[config.mk]
export PLATFORM = sky130hd
export DESIGN_NAME = dna_id_top
export DESIGN_NICKNAME = d
export VERILOG_FILES = /design/src/common/dna_pkg.sv /design/src/common/dna_shift_if.sv /design/src/dna_reader/dna_read_fsm.sv /design/src/dna_reader/dna_bit_counter.sv /design/src/dna_reader/dna_capture_reg.sv /design/src/dna_port_model.sv /design/src/dna_axil_regs.sv /design/src/dna_id_top.sv
export VERILOG_INCLUDE_DIRS = /design/src /design/src/common
export SDC_FILE = /design/constraint.sdc
export NUM_CORES = 1
export LEC_CHECK = 0
export ABC_AREA = 1
export BUFFER_PORTS_ARGS = -buffer_cell sky130_fd_sc_hd__buf_2
export CORE_MARGIN = 2
export CORE_UTILIZATION = 35
export CTS_CLUSTER_SIZE = 20
export DETAILED_ROUTE_END_ITERATION = 8
export GPL_TIMING_DRIVEN = 0
export SLEW_MARGIN = 20
export SYNTH_ARGS = -nofsm -noshare
export SYNTH_HDL_FRONTEND = slang
export SYNTH_HIERARCHICAL = 1
export SYNTH_SLANG_ARGS = --single-unit
[constraint.sdc]
create_clock -name clk -period 1.3 [get_ports clk]
set_input_delay 0.065 -clock clk [delete_from_list [all_inputs] [get_ports clk]]
set_output_delay 0.065 -clock clk [all_outputs]
set_load 0.01 [all_outputs]
[src/common/dna_cfg.svh]
`ifndef DNA_CFG_SVH
`define DNA_CFG_SVH

// =========================================================================
// Identifier and counter sizes
// =========================================================================
`define DNA_WIDTH       96      // Die identifier bits
`define DNA_CNT_WIDTH   7       // Enough for 0..95
`define DNA_SIM_VALUE   96'hBBAA_9988_7766_5544_3322_1100

// =========================================================================
// AXI4-Lite bus and register map
// =========================================================================
`define AXIL_ADDR_WIDTH 4
`define AXIL_DATA_WIDTH 32

`define DNA_REG_ID_LO       4'h0    // Bits 31:0
`define DNA_REG_ID_MID      4'h4    // Bits 63:32
`define DNA_REG_ID_HI       4'h8    // Bits 95:64
`define DNA_REG_CTRL_STATUS 4'hC    // Valid/busy on read, restart on write

`endif

[src/common/dna_pkg.sv]
`include "dna_cfg.svh"

package dna_pkg;

    // =========================================================================
    // Reader sequencing
    // =========================================================================

    // Load one cycle, shift DNA_WIDTH cycles, then hold
    typedef enum logic [1:0] {
        LOAD  = 2'd0,
        SHIFT = 2'd1,
        DONE  = 2'd2
    } read_state_e;

    // =========================================================================
    // Software view
    // =========================================================================

    // Word-aligned register offsets
    typedef enum logic [`AXIL_ADDR_WIDTH-1:0] {
        ID_LO       = `DNA_REG_ID_LO,
        ID_MID      = `DNA_REG_ID_MID,
        ID_HI       = `DNA_REG_ID_HI,
        CTRL_STATUS = `DNA_REG_CTRL_STATUS
    } reg_addr_e;

    // Only the two responses this slave ever returns
    typedef enum logic [1:0] {
        OKAY   = 2'b00,
        SLVERR = 2'b10
    } axi_resp_e;

    // CTRL_STATUS bit positions
    localparam int unsigned STATUS_VALID_BIT = 0;
    localparam int unsigned STATUS_BUSY_BIT  = 1;
    localparam int unsigned CTRL_RESTART_BIT = 0;

endpackage

[src/common/dna_shift_if.sv]
`timescale 1ns/1ns

// Strobes shared by the reader FSM, bit counter and capture register
interface dna_shift_if;

    logic load;     // Load identity port, clear counter and capture
    logic shift;    // One bit per cycle
    logic last;     // Counter sits on the final bit
    logic done;     // Identifier complete

    modport fsm (
        output load,
        output shift,
        output done,
        input  last
    );

    modport counter (
        input  load,
        input  shift,
        output last
    );

    modport capture (
        input  load,
        input  shift
    );

endinterface

[src/dna_reader/dna_read_fsm.sv]
`timescale 1ns/1ns

module dna_read_fsm (
    input  logic                 clk,
    input  logic                 reset,
    input  logic                 restart,   // One-cycle request from software
    dna_shift_if.fsm             ctl,
    output dna_pkg::read_state_e state
);

    dna_pkg::read_state_e next_state;

    // =========================================================================
    // State register
    // =========================================================================
    always_ff @(posedge clk) begin
        if (reset) begin
            state <= dna_pkg::LOAD;  // Read starts straight out of reset
        end else begin
            state <= next_state;
        end
    end

    // =========================================================================
    // Next state and strobes
    // =========================================================================
    always_comb begin
        next_state = state;
        ctl.load   = 1'b0;
        ctl.shift  = 1'b0;
        ctl.done   = 1'b0;

        case (state)
            dna_pkg::LOAD: begin
                ctl.load   = 1'b1;               // Single cycle
                next_state = dna_pkg::SHIFT;
            end

            dna_pkg::SHIFT: begin
                ctl.shift = 1'b1;
                if (ctl.last) begin              // 96th shift happens this edge
                    next_state = dna_pkg::DONE;
                end
            end

            dna_pkg::DONE: begin
                ctl.done = 1'b1;
                if (restart) begin
                    next_state = dna_pkg::LOAD;  // Re-read on request
                end
            end

            default: begin
                next_state = dna_pkg::LOAD;      // Recover from bad encoding
            end
        endcase
    end

    // Restart outside DONE falls through the cases above untouched

endmodule

[src/dna_reader/dna_bit_counter.sv]
`timescale 1ns/1ns
`include "dna_cfg.svh"

module dna_bit_counter (
    input  logic         clk,
    input  logic         reset,
    dna_shift_if.counter ctl
);

    // Index of the final identifier bit
    localparam logic [`DNA_CNT_WIDTH-1:0] LAST_COUNT = `DNA_WIDTH - 1;

    logic [`DNA_CNT_WIDTH-1:0] count;   // Bits shifted so far

    // =========================================================================
    // Shift count
    // =========================================================================
    always_ff @(posedge clk) begin
        if (reset || ctl.load) begin
            count <= '0;                    // Fresh read
        end else if (ctl.shift) begin
            count <= count + 1'b1;
        end
    end

    // High during the cycle of the last shift
    // Stays high in DONE, the FSM ignores it there
    assign ctl.last = (count == LAST_COUNT);

endmodule

[src/dna_reader/dna_capture_reg.sv]
`timescale 1ns/1ns
`include "dna_cfg.svh"

module dna_capture_reg (
    input  logic                  clk,
    input  logic                  reset,
    dna_shift_if.capture          ctl,
    input  logic                  serial_in,   // From identity port, LSB first
    output logic [`DNA_WIDTH-1:0] dna_value
);

    // =========================================================================
    // Capture shift register
    // =========================================================================

    // New bit enters at the top and walks down one place per shift
    // After DNA_WIDTH shifts the first bit out of the port sits at bit 0
    always_ff @(posedge clk) begin
        if (reset || ctl.load) begin
            dna_value <= '0;
        end else if (ctl.shift) begin
            dna_value <= {serial_in, dna_value[`DNA_WIDTH-1:1]};
        end
    end

    // Value is held once shifting stops

endmodule

[src/dna_port_model.sv]
`timescale 1ns/1ns
`include "dna_cfg.svh"

// Behavioral stand-in for the silicon identity primitive
module dna_port_model #(
    parameter logic [`DNA_WIDTH-1:0] SIM_VALUE = `DNA_SIM_VALUE
) (
    input  logic clk,
    input  logic read,        // Load the stored identifier
    input  logic shift,       // Shift one bit toward serial_out
    output logic serial_out
);

    // =========================================================================
    // Identifier shift register
    // =========================================================================
    logic [`DNA_WIDTH-1:0] dna_sreg;

    // Holds the identifier loaded by the last read
    always_ff @(posedge clk) begin
        if (read) begin
            dna_sreg <= SIM_VALUE;
        end else if (shift) begin
            dna_sreg <= {1'b0, dna_sreg[`DNA_WIDTH-1:1]};  // Zero fill from the top
        end
    end

    // =========================================================================
    // Serial output
    // =========================================================================

    // Current LSB always visible
    // Consumer samples it on the same edge that shifts
    assign serial_out = dna_sreg[0];

    // Read has priority over shift, matching the primitive

endmodule

[src/dna_axil_regs.sv]
`timescale 1ns/1ns
`include "dna_cfg.svh"

module dna_axil_regs (
    input  logic                        clk,
    input  logic                        reset,

    // Write address and data
    input  logic [`AXIL_ADDR_WIDTH-1:0] s_awaddr,
    input  logic                        s_awvalid,
    output logic                        s_awready,
    input  logic [`AXIL_DATA_WIDTH-1:0] s_wdata,
    input  logic                        s_wvalid,
    output logic                        s_wready,

    // Write response
    output dna_pkg::axi_resp_e          s_bresp,
    output logic                        s_bvalid,
    input  logic                        s_bready,

    // Read address and data
    input  logic [`AXIL_ADDR_WIDTH-1:0] s_araddr,
    input  logic                        s_arvalid,
    output logic                        s_arready,
    output logic [`AXIL_DATA_WIDTH-1:0] s_rdata,
    output dna_pkg::axi_resp_e          s_rresp,
    output logic                        s_rvalid,
    input  logic                        s_rready,

    // Reader side
    input  logic [`DNA_WIDTH-1:0]       dna_value,
    input  logic                        valid,
    input  logic                        busy,
    output logic                        restart    // One-cycle pulse
);

    localparam int unsigned DW = `AXIL_DATA_WIDTH;

    logic               wr_accept;    // Take address and data next cycle
    logic               wr_fire;      // Both write handshakes this edge
    logic               wr_is_ctrl;
    logic               rd_accept;
    logic               rd_fire;
    logic [DW-1:0]      rd_data;
    dna_pkg::axi_resp_e rd_resp;

    // =========================================================================
    // Write channel
    // =========================================================================
    assign wr_accept  = s_awvalid && s_wvalid && !s_awready && !s_bvalid;
    assign wr_fire    = s_awready && s_awvalid;   // wready rises with awready
    assign wr_is_ctrl = (dna_pkg::reg_addr_e'(s_awaddr) == dna_pkg::CTRL_STATUS);

    always_ff @(posedge clk) begin
        if (reset) begin
            s_awready <= 1'b0;
            s_wready  <= 1'b0;
            s_bvalid  <= 1'b0;
            restart   <= 1'b0;
        end else begin
            s_awready <= wr_accept;       // Low while a response is pending
            s_wready  <= wr_accept;
            restart   <= wr_fire && wr_is_ctrl && s_wdata[dna_pkg::CTRL_RESTART_BIT];
            if (wr_fire) begin
                s_bvalid <= 1'b1;
            end else if (s_bvalid && s_bready) begin
                s_bvalid <= 1'b0;
            end
        end
    end

    // Only CTRL_STATUS is writable
    always_ff @(posedge clk) begin
        if (wr_fire) begin
            s_bresp <= wr_is_ctrl ? dna_pkg::OKAY : dna_pkg::SLVERR;
        end
    end

    // =========================================================================
    // Read decode
    // =========================================================================
    always_comb begin
        rd_data = '0;
        rd_resp = dna_pkg::OKAY;
        case (dna_pkg::reg_addr_e'(s_araddr))
            dna_pkg::ID_LO:  rd_data = valid ? dna_value[DW-1:0] : '0;
            dna_pkg::ID_MID: rd_data = valid ? dna_value[2*DW-1:DW] : '0;
            dna_pkg::ID_HI:  rd_data = valid ? dna_value[3*DW-1:2*DW] : '0;
            dna_pkg::CTRL_STATUS: begin
                rd_data[dna_pkg::STATUS_VALID_BIT] = valid;
                rd_data[dna_pkg::STATUS_BUSY_BIT]  = busy;
            end
            default: rd_resp = dna_pkg::SLVERR;   // Unmapped, data stays zero
        endcase
    end

    // =========================================================================
    // Read channel
    // =========================================================================
    assign rd_accept = s_arvalid && !s_arready && !s_rvalid;
    assign rd_fire   = s_arready && s_arvalid;

    always_ff @(posedge clk) begin
        if (reset) begin
            s_arready <= 1'b0;
            s_rvalid  <= 1'b0;
        end else begin
            s_arready <= rd_accept;
            if (rd_fire) begin
                s_rvalid <= 1'b1;         // Data one cycle after address
            end else if (s_rvalid && s_rready) begin
                s_rvalid <= 1'b0;
            end
        end
    end

    // Data captured at address handshake, stable until rready
    always_ff @(posedge clk) begin
        if (rd_fire) begin
            s_rdata <= rd_data;
            s_rresp <= rd_resp;
        end
    end

endmodule

[src/dna_id_top.sv]
`timescale 1ns/1ns
`include "dna_cfg.svh"

module dna_id_top (
    input  logic                        clk,
    input  logic                        reset,

    // AXI4-Lite slave
    input  logic [`AXIL_ADDR_WIDTH-1:0] s_awaddr,
    input  logic                        s_awvalid,
    output logic                        s_awready,
    input  logic [`AXIL_DATA_WIDTH-1:0] s_wdata,
    input  logic                        s_wvalid,
    output logic                        s_wready,
    output logic [1:0]                  s_bresp,
    output logic                        s_bvalid,
    input  logic                        s_bready,
    input  logic [`AXIL_ADDR_WIDTH-1:0] s_araddr,
    input  logic                        s_arvalid,
    output logic                        s_arready,
    output logic [`AXIL_DATA_WIDTH-1:0] s_rdata,
    output logic [1:0]                  s_rresp,
    output logic                        s_rvalid,
    input  logic                        s_rready,

    output logic                        dna_valid   // Identifier captured
);

    dna_pkg::read_state_e  state;
    logic                  restart;
    logic                  busy;
    logic                  serial_bit;              // Port model to capture
    logic [`DNA_WIDTH-1:0] dna_value;

    // =========================================================================
    // Reader
    // =========================================================================
    dna_shift_if shift_bus ();

    dna_read_fsm u_fsm (
        .clk     (clk),
        .reset   (reset),
        .restart (restart),
        .ctl     (shift_bus.fsm),
        .state   (state)
    );

    dna_bit_counter u_counter (.clk(clk), .reset(reset), .ctl(shift_bus.counter));

    dna_capture_reg u_capture (
        .clk       (clk),
        .reset     (reset),
        .ctl       (shift_bus.capture),
        .serial_in (serial_bit),
        .dna_value (dna_value)
    );

    // Identity source, user-data input not modelled
    dna_port_model u_port (
        .clk        (clk),
        .read       (shift_bus.load),
        .shift      (shift_bus.shift),
        .serial_out (serial_bit)
    );

    assign busy      = (state != dna_pkg::DONE);   // Includes the load cycle
    assign dna_valid = shift_bus.done;

    // =========================================================================
    // Register slave
    // =========================================================================
    dna_axil_regs u_regs (
        .clk(clk), .reset(reset),
        .s_awaddr(s_awaddr), .s_awvalid(s_awvalid), .s_awready(s_awready),
        .s_wdata(s_wdata), .s_wvalid(s_wvalid), .s_wready(s_wready),
        .s_bresp(s_bresp), .s_bvalid(s_bvalid), .s_bready(s_bready),
        .s_araddr(s_araddr), .s_arvalid(s_arvalid), .s_arready(s_arready),
        .s_rdata(s_rdata), .s_rresp(s_rresp), .s_rvalid(s_rvalid), .s_rready(s_rready),
        .dna_value(dna_value), .valid(shift_bus.done), .busy(busy), .restart(restart)
    );

endmodule

* Yosys cells after proc, flatten, opt, wreduce, memory -nomap -nowiden *
Index checks and enable logic that the tools add are counted.

word-level totals
  register bits = 242
  bits of input ports = 47
  output and inout bits = 42
  word-level logic and storage cells = 62

cells by class
  reduce and logical (&&, ||, !) cells = 22
  mux-type cells = 17
  add/sub/neg operators = 1
  equal/unequal tests = 10

operators with widths
  kind                 number
  $mux 32              3
  $pmux 30 s3          1
  $eq 4x4->1 const B   3
  $logic_and 1x1->1    11
  $mux 2               4
  $pmux 2 s4           1
  $add 7x1->7 const B  1
  $eq 7x7->1 const B   1
  $mux 1               7
  $pmux 2 s3           1
  $eq 4x3->1 const B   1
  $logic_not 1->1      4
  $logic_not 4->1      1
  $ne 2x2->1 const B   2
  $reduce_bool 2->1    2
  $reduce_or 4->1      1
  $eq 2x1->1 const B   1
  $eq 2x2->1 const B   1
  $logic_not 2->1      1
  $ne 2x1->1 const B   1
  $reduce_and 2->1     1
  $logic_or 1x1->1     1

* Depth between registers and ports, before layout *
  word-level depth = 4
  gate-level depth with buffers = 9
  mapped depth without buffers = 8

* Hierarchy *
Netlist, hierarchy kept.

modules (own cells, without submodules)
  module           instances  cells each  area an instance (sq um)  seq. area each (sq um)
  dna_capture_reg  1          608         3920.0                    1921.8
  dna_port_model   1          527         3674.8                    1921.8
  dna_axil_regs    1          329         2541.2                    1121.1
  dna_bit_counter  1          47          361.6                     140.1
  dna_read_fsm     1          15          101.3                     40.0
  dna_id_top       1          2           7.5                       0.0

* Worst setup path before layout *
OpenSTA, ideal clock, no wires.

  kind = register to register
  start = reg u_regs.s_arready
  end = reg u_regs.s_rdata[0], enable pin
  period minus slack after synthesis = 1.505 ns
  buffers on the path = 0
  setup slack = -0.205 ns
  arrival time = 1.117 ns
  setup time = 0.388 ns
  stages on the path, launching flop included = 3
  cells stage by stage = dfxtp_1 -> nand2_1 -> inv_1

on the way
  word-level cells in the longest chain between the ends = 1

RTL lines
  what                      RTL line              text
  start: declaration        dna_axil_regs.sv:24   output logic s_arready,
  start signal: assignment  dna_axil_regs.sv:108  s_arready <= rd_accept;
  $logic_and 1x1->1         dna_axil_regs.sv:101  assign rd_fire = s_arready && s_arvalid;
  net u_regs.rd_fire        dna_axil_regs.sv:43   logic rd_fire;
  end signal: assignment    dna_axil_regs.sv:120  s_rdata <= rd_data;
  end: declaration          dna_axil_regs.sv:25   output logic [`AXIL_DATA_WIDTH-1:0] s_rdata,

The timed path passes the listed nets, and every way through them passes these cells.
A chain may end at the register's enable or synchronous reset.

* Final worst setup path *
  start = reg u_fsm.state[1]
  end = reg u_regs.s_rdata[24] (data pin)

on the way
  word-level cells in the longest chain between the ends = 4

RTL lines
  what                        RTL line                                                       text
  start: declaration          dna_read_fsm.sv:8                                              output dna_pkg::read_state_e state
  start signal: assignment    dna_read_fsm.sv:18                                             state <= dna_pkg::LOAD;
  start signal: assignment    dna_read_fsm.sv:20                                             state <= next_state;
  $eq 2x2->1 *                dna_read_fsm.sv:33                                             case (state)
  $mux 1 *                    dna_read_fsm.sv:33
  $mux 32 (on tied branches)  dna_axil_regs.sv:88, dna_axil_regs.sv:86, dna_axil_regs.sv:87
  $pmux 30 s3 *               dna_axil_regs.sv:85                                            case (dna_pkg::reg_addr_e'(s_araddr))
  net u_regs.rd_data[24]      dna_axil_regs.sv:44                                            logic [DW-1:0] rd_data;

The timed path passes the listed nets; every way through them passes the cells marked *.

==> impl_results.md <==
- Status: finished, violations left
- Failing checks: negative setup slack
- DR vias: 9671
- Ranking of synthesized cells by area: dfxtp_1 39%, nand2_1 18%, nor2_1 11%
- Setup violators final: ~230
- First-pass GRT wire length: just over 40000 µm
- Setup TNS: -15.08 ns
- Placer Congestion: roughly 0.8
- Rel. slew slack: 0.656
- Initial DRC Count: 643
- Number of flops mapped to enable cells by yosys: 34
- Worst EP arrival: approximately 1.8 ns
- Worst-path cell chain: inv_4, nor2_4, buf_12, buf_12, buf_8, nand2_1, nand3b_1, nand3_2
- Vias in the first global route: 8425
- # DRC: 0
- Most frequent cells after synthesis: 496 x nand2_1, 321 x nor2_1, 206 x dfxtp_1
- Worst R2R Setup Slack: -0.14 ns
- Synth Warn #: 6
- Ys async rst share: 0
- Post-Syn Instances: approximately 1500
- Cell Rows: between 60 and 70
- R2r endpoint: u_regs/s_rdata[24]
- Register area: 0.00516 mm²
- Startpoint Class: register
- Worst R2R Start: u_fsm/state[1]
- Starting Density: 0.357
- Period utilisation layout: 1.11
- Worst-case clock buffer depth: 3
- Die Area: ~0.032 mm²
- Main synth FF type: dfxtp_1
- Ports: 89
- RSZ-0062 raised after global routing: yes
- Maximum clock rate: between 0.6 and 0.7 GHz
- Clk slew on worst S/H paths: 0.06 ns
- Non-Filler Cell Area, Final: 0.0158 mm²
- PnR worst setup slack: -0.138 ns
- Share of layout cells above drive strength 1: 0.356
- DP Worst Slack: -0.422 ns
- Area leader, netlist: dfxtp_1
- CP required: approximately 1.7 ns
- Hold path endpoint: u_regs/s_rdata[0]
- TritonCTS Buffers: 26
- Worst path most repeated cell: buf_12
- Final hold vios: 0
- Fillers: 2552
- Post-Place Cell Area: 0.0114 mm²
- Core area: 0.0297 mm²
- PortBufs: 55
- Max-Cap Viols: 0
- Pleak: approximately 7.4 nW
- Skew final: ~0.024 ns
- Worst-Margin Slew: 0.516 ns
- Final nets: 1751
- Area delta synth->final: 48.9%
- Initial antenna violation count: 0
- Final antenna-violating net count: 0
- CP max-delay cell: dfxtp_4
- Post-DP HPWL: 15600 µm
- Clock net sink count: 240
- Multi-input gate area: 0.00548 mm²
- Synth top area share: 0.389
- Worst-skew pair later-pin latency: 0.54 ns
- PwrDens: 1180 mW/mm²
- Cell variety after synth: 27
- Syn avg cell area: 6.94 µm²
- WS Path Type: register to register
- Crit path max fanout: 7
- Drt pass-1 iters: 7
- Max-slew violation count: 0
- Hold Path Depth: 5
- R2r worst-path depth: 8
- Pin count of the biggest net entering global routing: 18
- CTS H-Tree Depth: 1
- Die Wd: 178 µm
- Max VDD drop: 0.000966 V
- Grt ovf: 0
- CP peak stage delay: 0.40 ns
- Synth Cell Area: 0.0106 mm²
- Drt total wl: 28900 µm
- Number of synthesized register bits: 240
- CP endpoint kind: register
- Vias per cell: approximately 4.6
- DIE HEIGHT: 178 µm
- Count leader, synth: nand2_1
- Global Route Usage Sum: 0.158
- Sequential area share after synthesis: 0.485
- Hold path start: s_araddr[2]
- CTS tree: yes
- Minimum clock period: 1.44 ns
- N_diodes: 0
- Worst Hold Class: input port to register
- Tot Pwr: 18.6 mW
- Root Driver: clkbuf_16
- DR WL/cell: 13.7 µm
## cell usage in the layout, fill, tap and decap left out, types with 32 or more instances in the layout
cell,instances
nand2_1,299
nor2_1,265
dfxtp_1,201
inv_1,194
nand2_2,141
buf_2,68
nand3_2,60
nand2_4,58
clkbuf_16,56
buf_8,39
edfxtp_1,34
nor2_2,32
## routing by layer
metal  up-vias  wire length, µm  track usage
met2       207            14400        0.275
met1      4483            12500        0.203
li1       4923                -            -
met3        58             1160       0.0224
met4         0              863       0.0423
met5         -                0            0
## kinds of logic (layout without fill, tap and decap cells)
family	count (synthesis)	count (layout)	synth area share
compound gates	14	14	0.00731
buf+inv	299	491	0.128
fa+ha+maj	1	1	0.00118
simple gates	973	973	0.378
other cells	1	2	0.000354
flops	240	240	0.485
## through the flow
step,cells,util,hold slack [ns]
final,2111,0.531,0.0257
after global routing,2111,0.531,0.0428
after CTS,2069,0.458,0.00707
after detailed placement,1974,0.383,0.300
after global placement,1974,0.383,0.297
after floorplan,1529,-,0.120
## worst max-delay path, delay by kind of cell, from the launching register on
kind                   cells  cell delay (ns)
buffers and inverters      4             0.46
DFF                        1             0.40
and+or+nand+nor            4             0.45
## report_power, final
part           switching, mW  leakage [nW]  total [mW]  internal [mW]
Combinational           1.25          4.96        2.43           1.18
Clock                   3.04         0.463        8.04           5.00
Sequential             0.299          2.02        8.17           7.87
## what timing repair did
item / 4_1_cts / 5_1_grt
buffers inserted: 21 / 17
gates cloned: 14 / 30
pin swaps: 24 / 237
hold endpoints to repair: 10 / 0
endpoints found under the setup margin: 262 / 252
hold buffers: 15 / 0
resized for setup: 215 / 414
## worst max-delay path by stage
stage | startpoint | endpoint | slack, ns | cells past startpoint
6_report | u_fsm/state[1] | u_regs/s_rdata[24] | -0.14 | 8
5_1_grt | u_fsm/state[0] | u_port/dna_sreg[82] | -0.22 | 8
4_1_cts | u_fsm/state[1] | u_regs/s_rdata[21] | -0.10 | 8
3_5_place_dp | u_fsm/state[0] | u_capture/dna_value[32] | -0.42 | 7
3_3_place_gp | u_fsm/state[1] | u_regs/s_rdata[25] | -0.40 | 7
2_1_floorplan | u_fsm/state[0] | u_port/dna_sreg[76] | -0.03 | 8
## final cells by class
type | count | share of cell area
Sequential cell | 240 | 0.327
Timing Repair inverter | 1 | 0.000475
Buffer | 89 | 0.0685
Multi-Input combinational cell | 990 | 0.347
Tap cell | 390 | 0.0309
Timing Repair Buffer | 147 | 0.117
Inverter | 208 | 0.0506
Clock inverter | 13 | 0.0122
Clock buffer | 33 | 0.0468
## sequential cells by signal, summed over array words and instances, names as in the netlist
name                 flops
u_regs/s_bresp           1
u_fsm/state              2
u_counter/count          7
u_capture/dna_value     96
u_port/dna_sreg         96
u_regs/s_arready         1
u_regs/restart           1
u_regs/s_bvalid          1
u_regs/s_rresp           1
u_regs/s_rvalid          1
u_regs/s_rdata          32
u_regs/s_wready          1
Note: power is estimated with default switching activity, not from simulation.
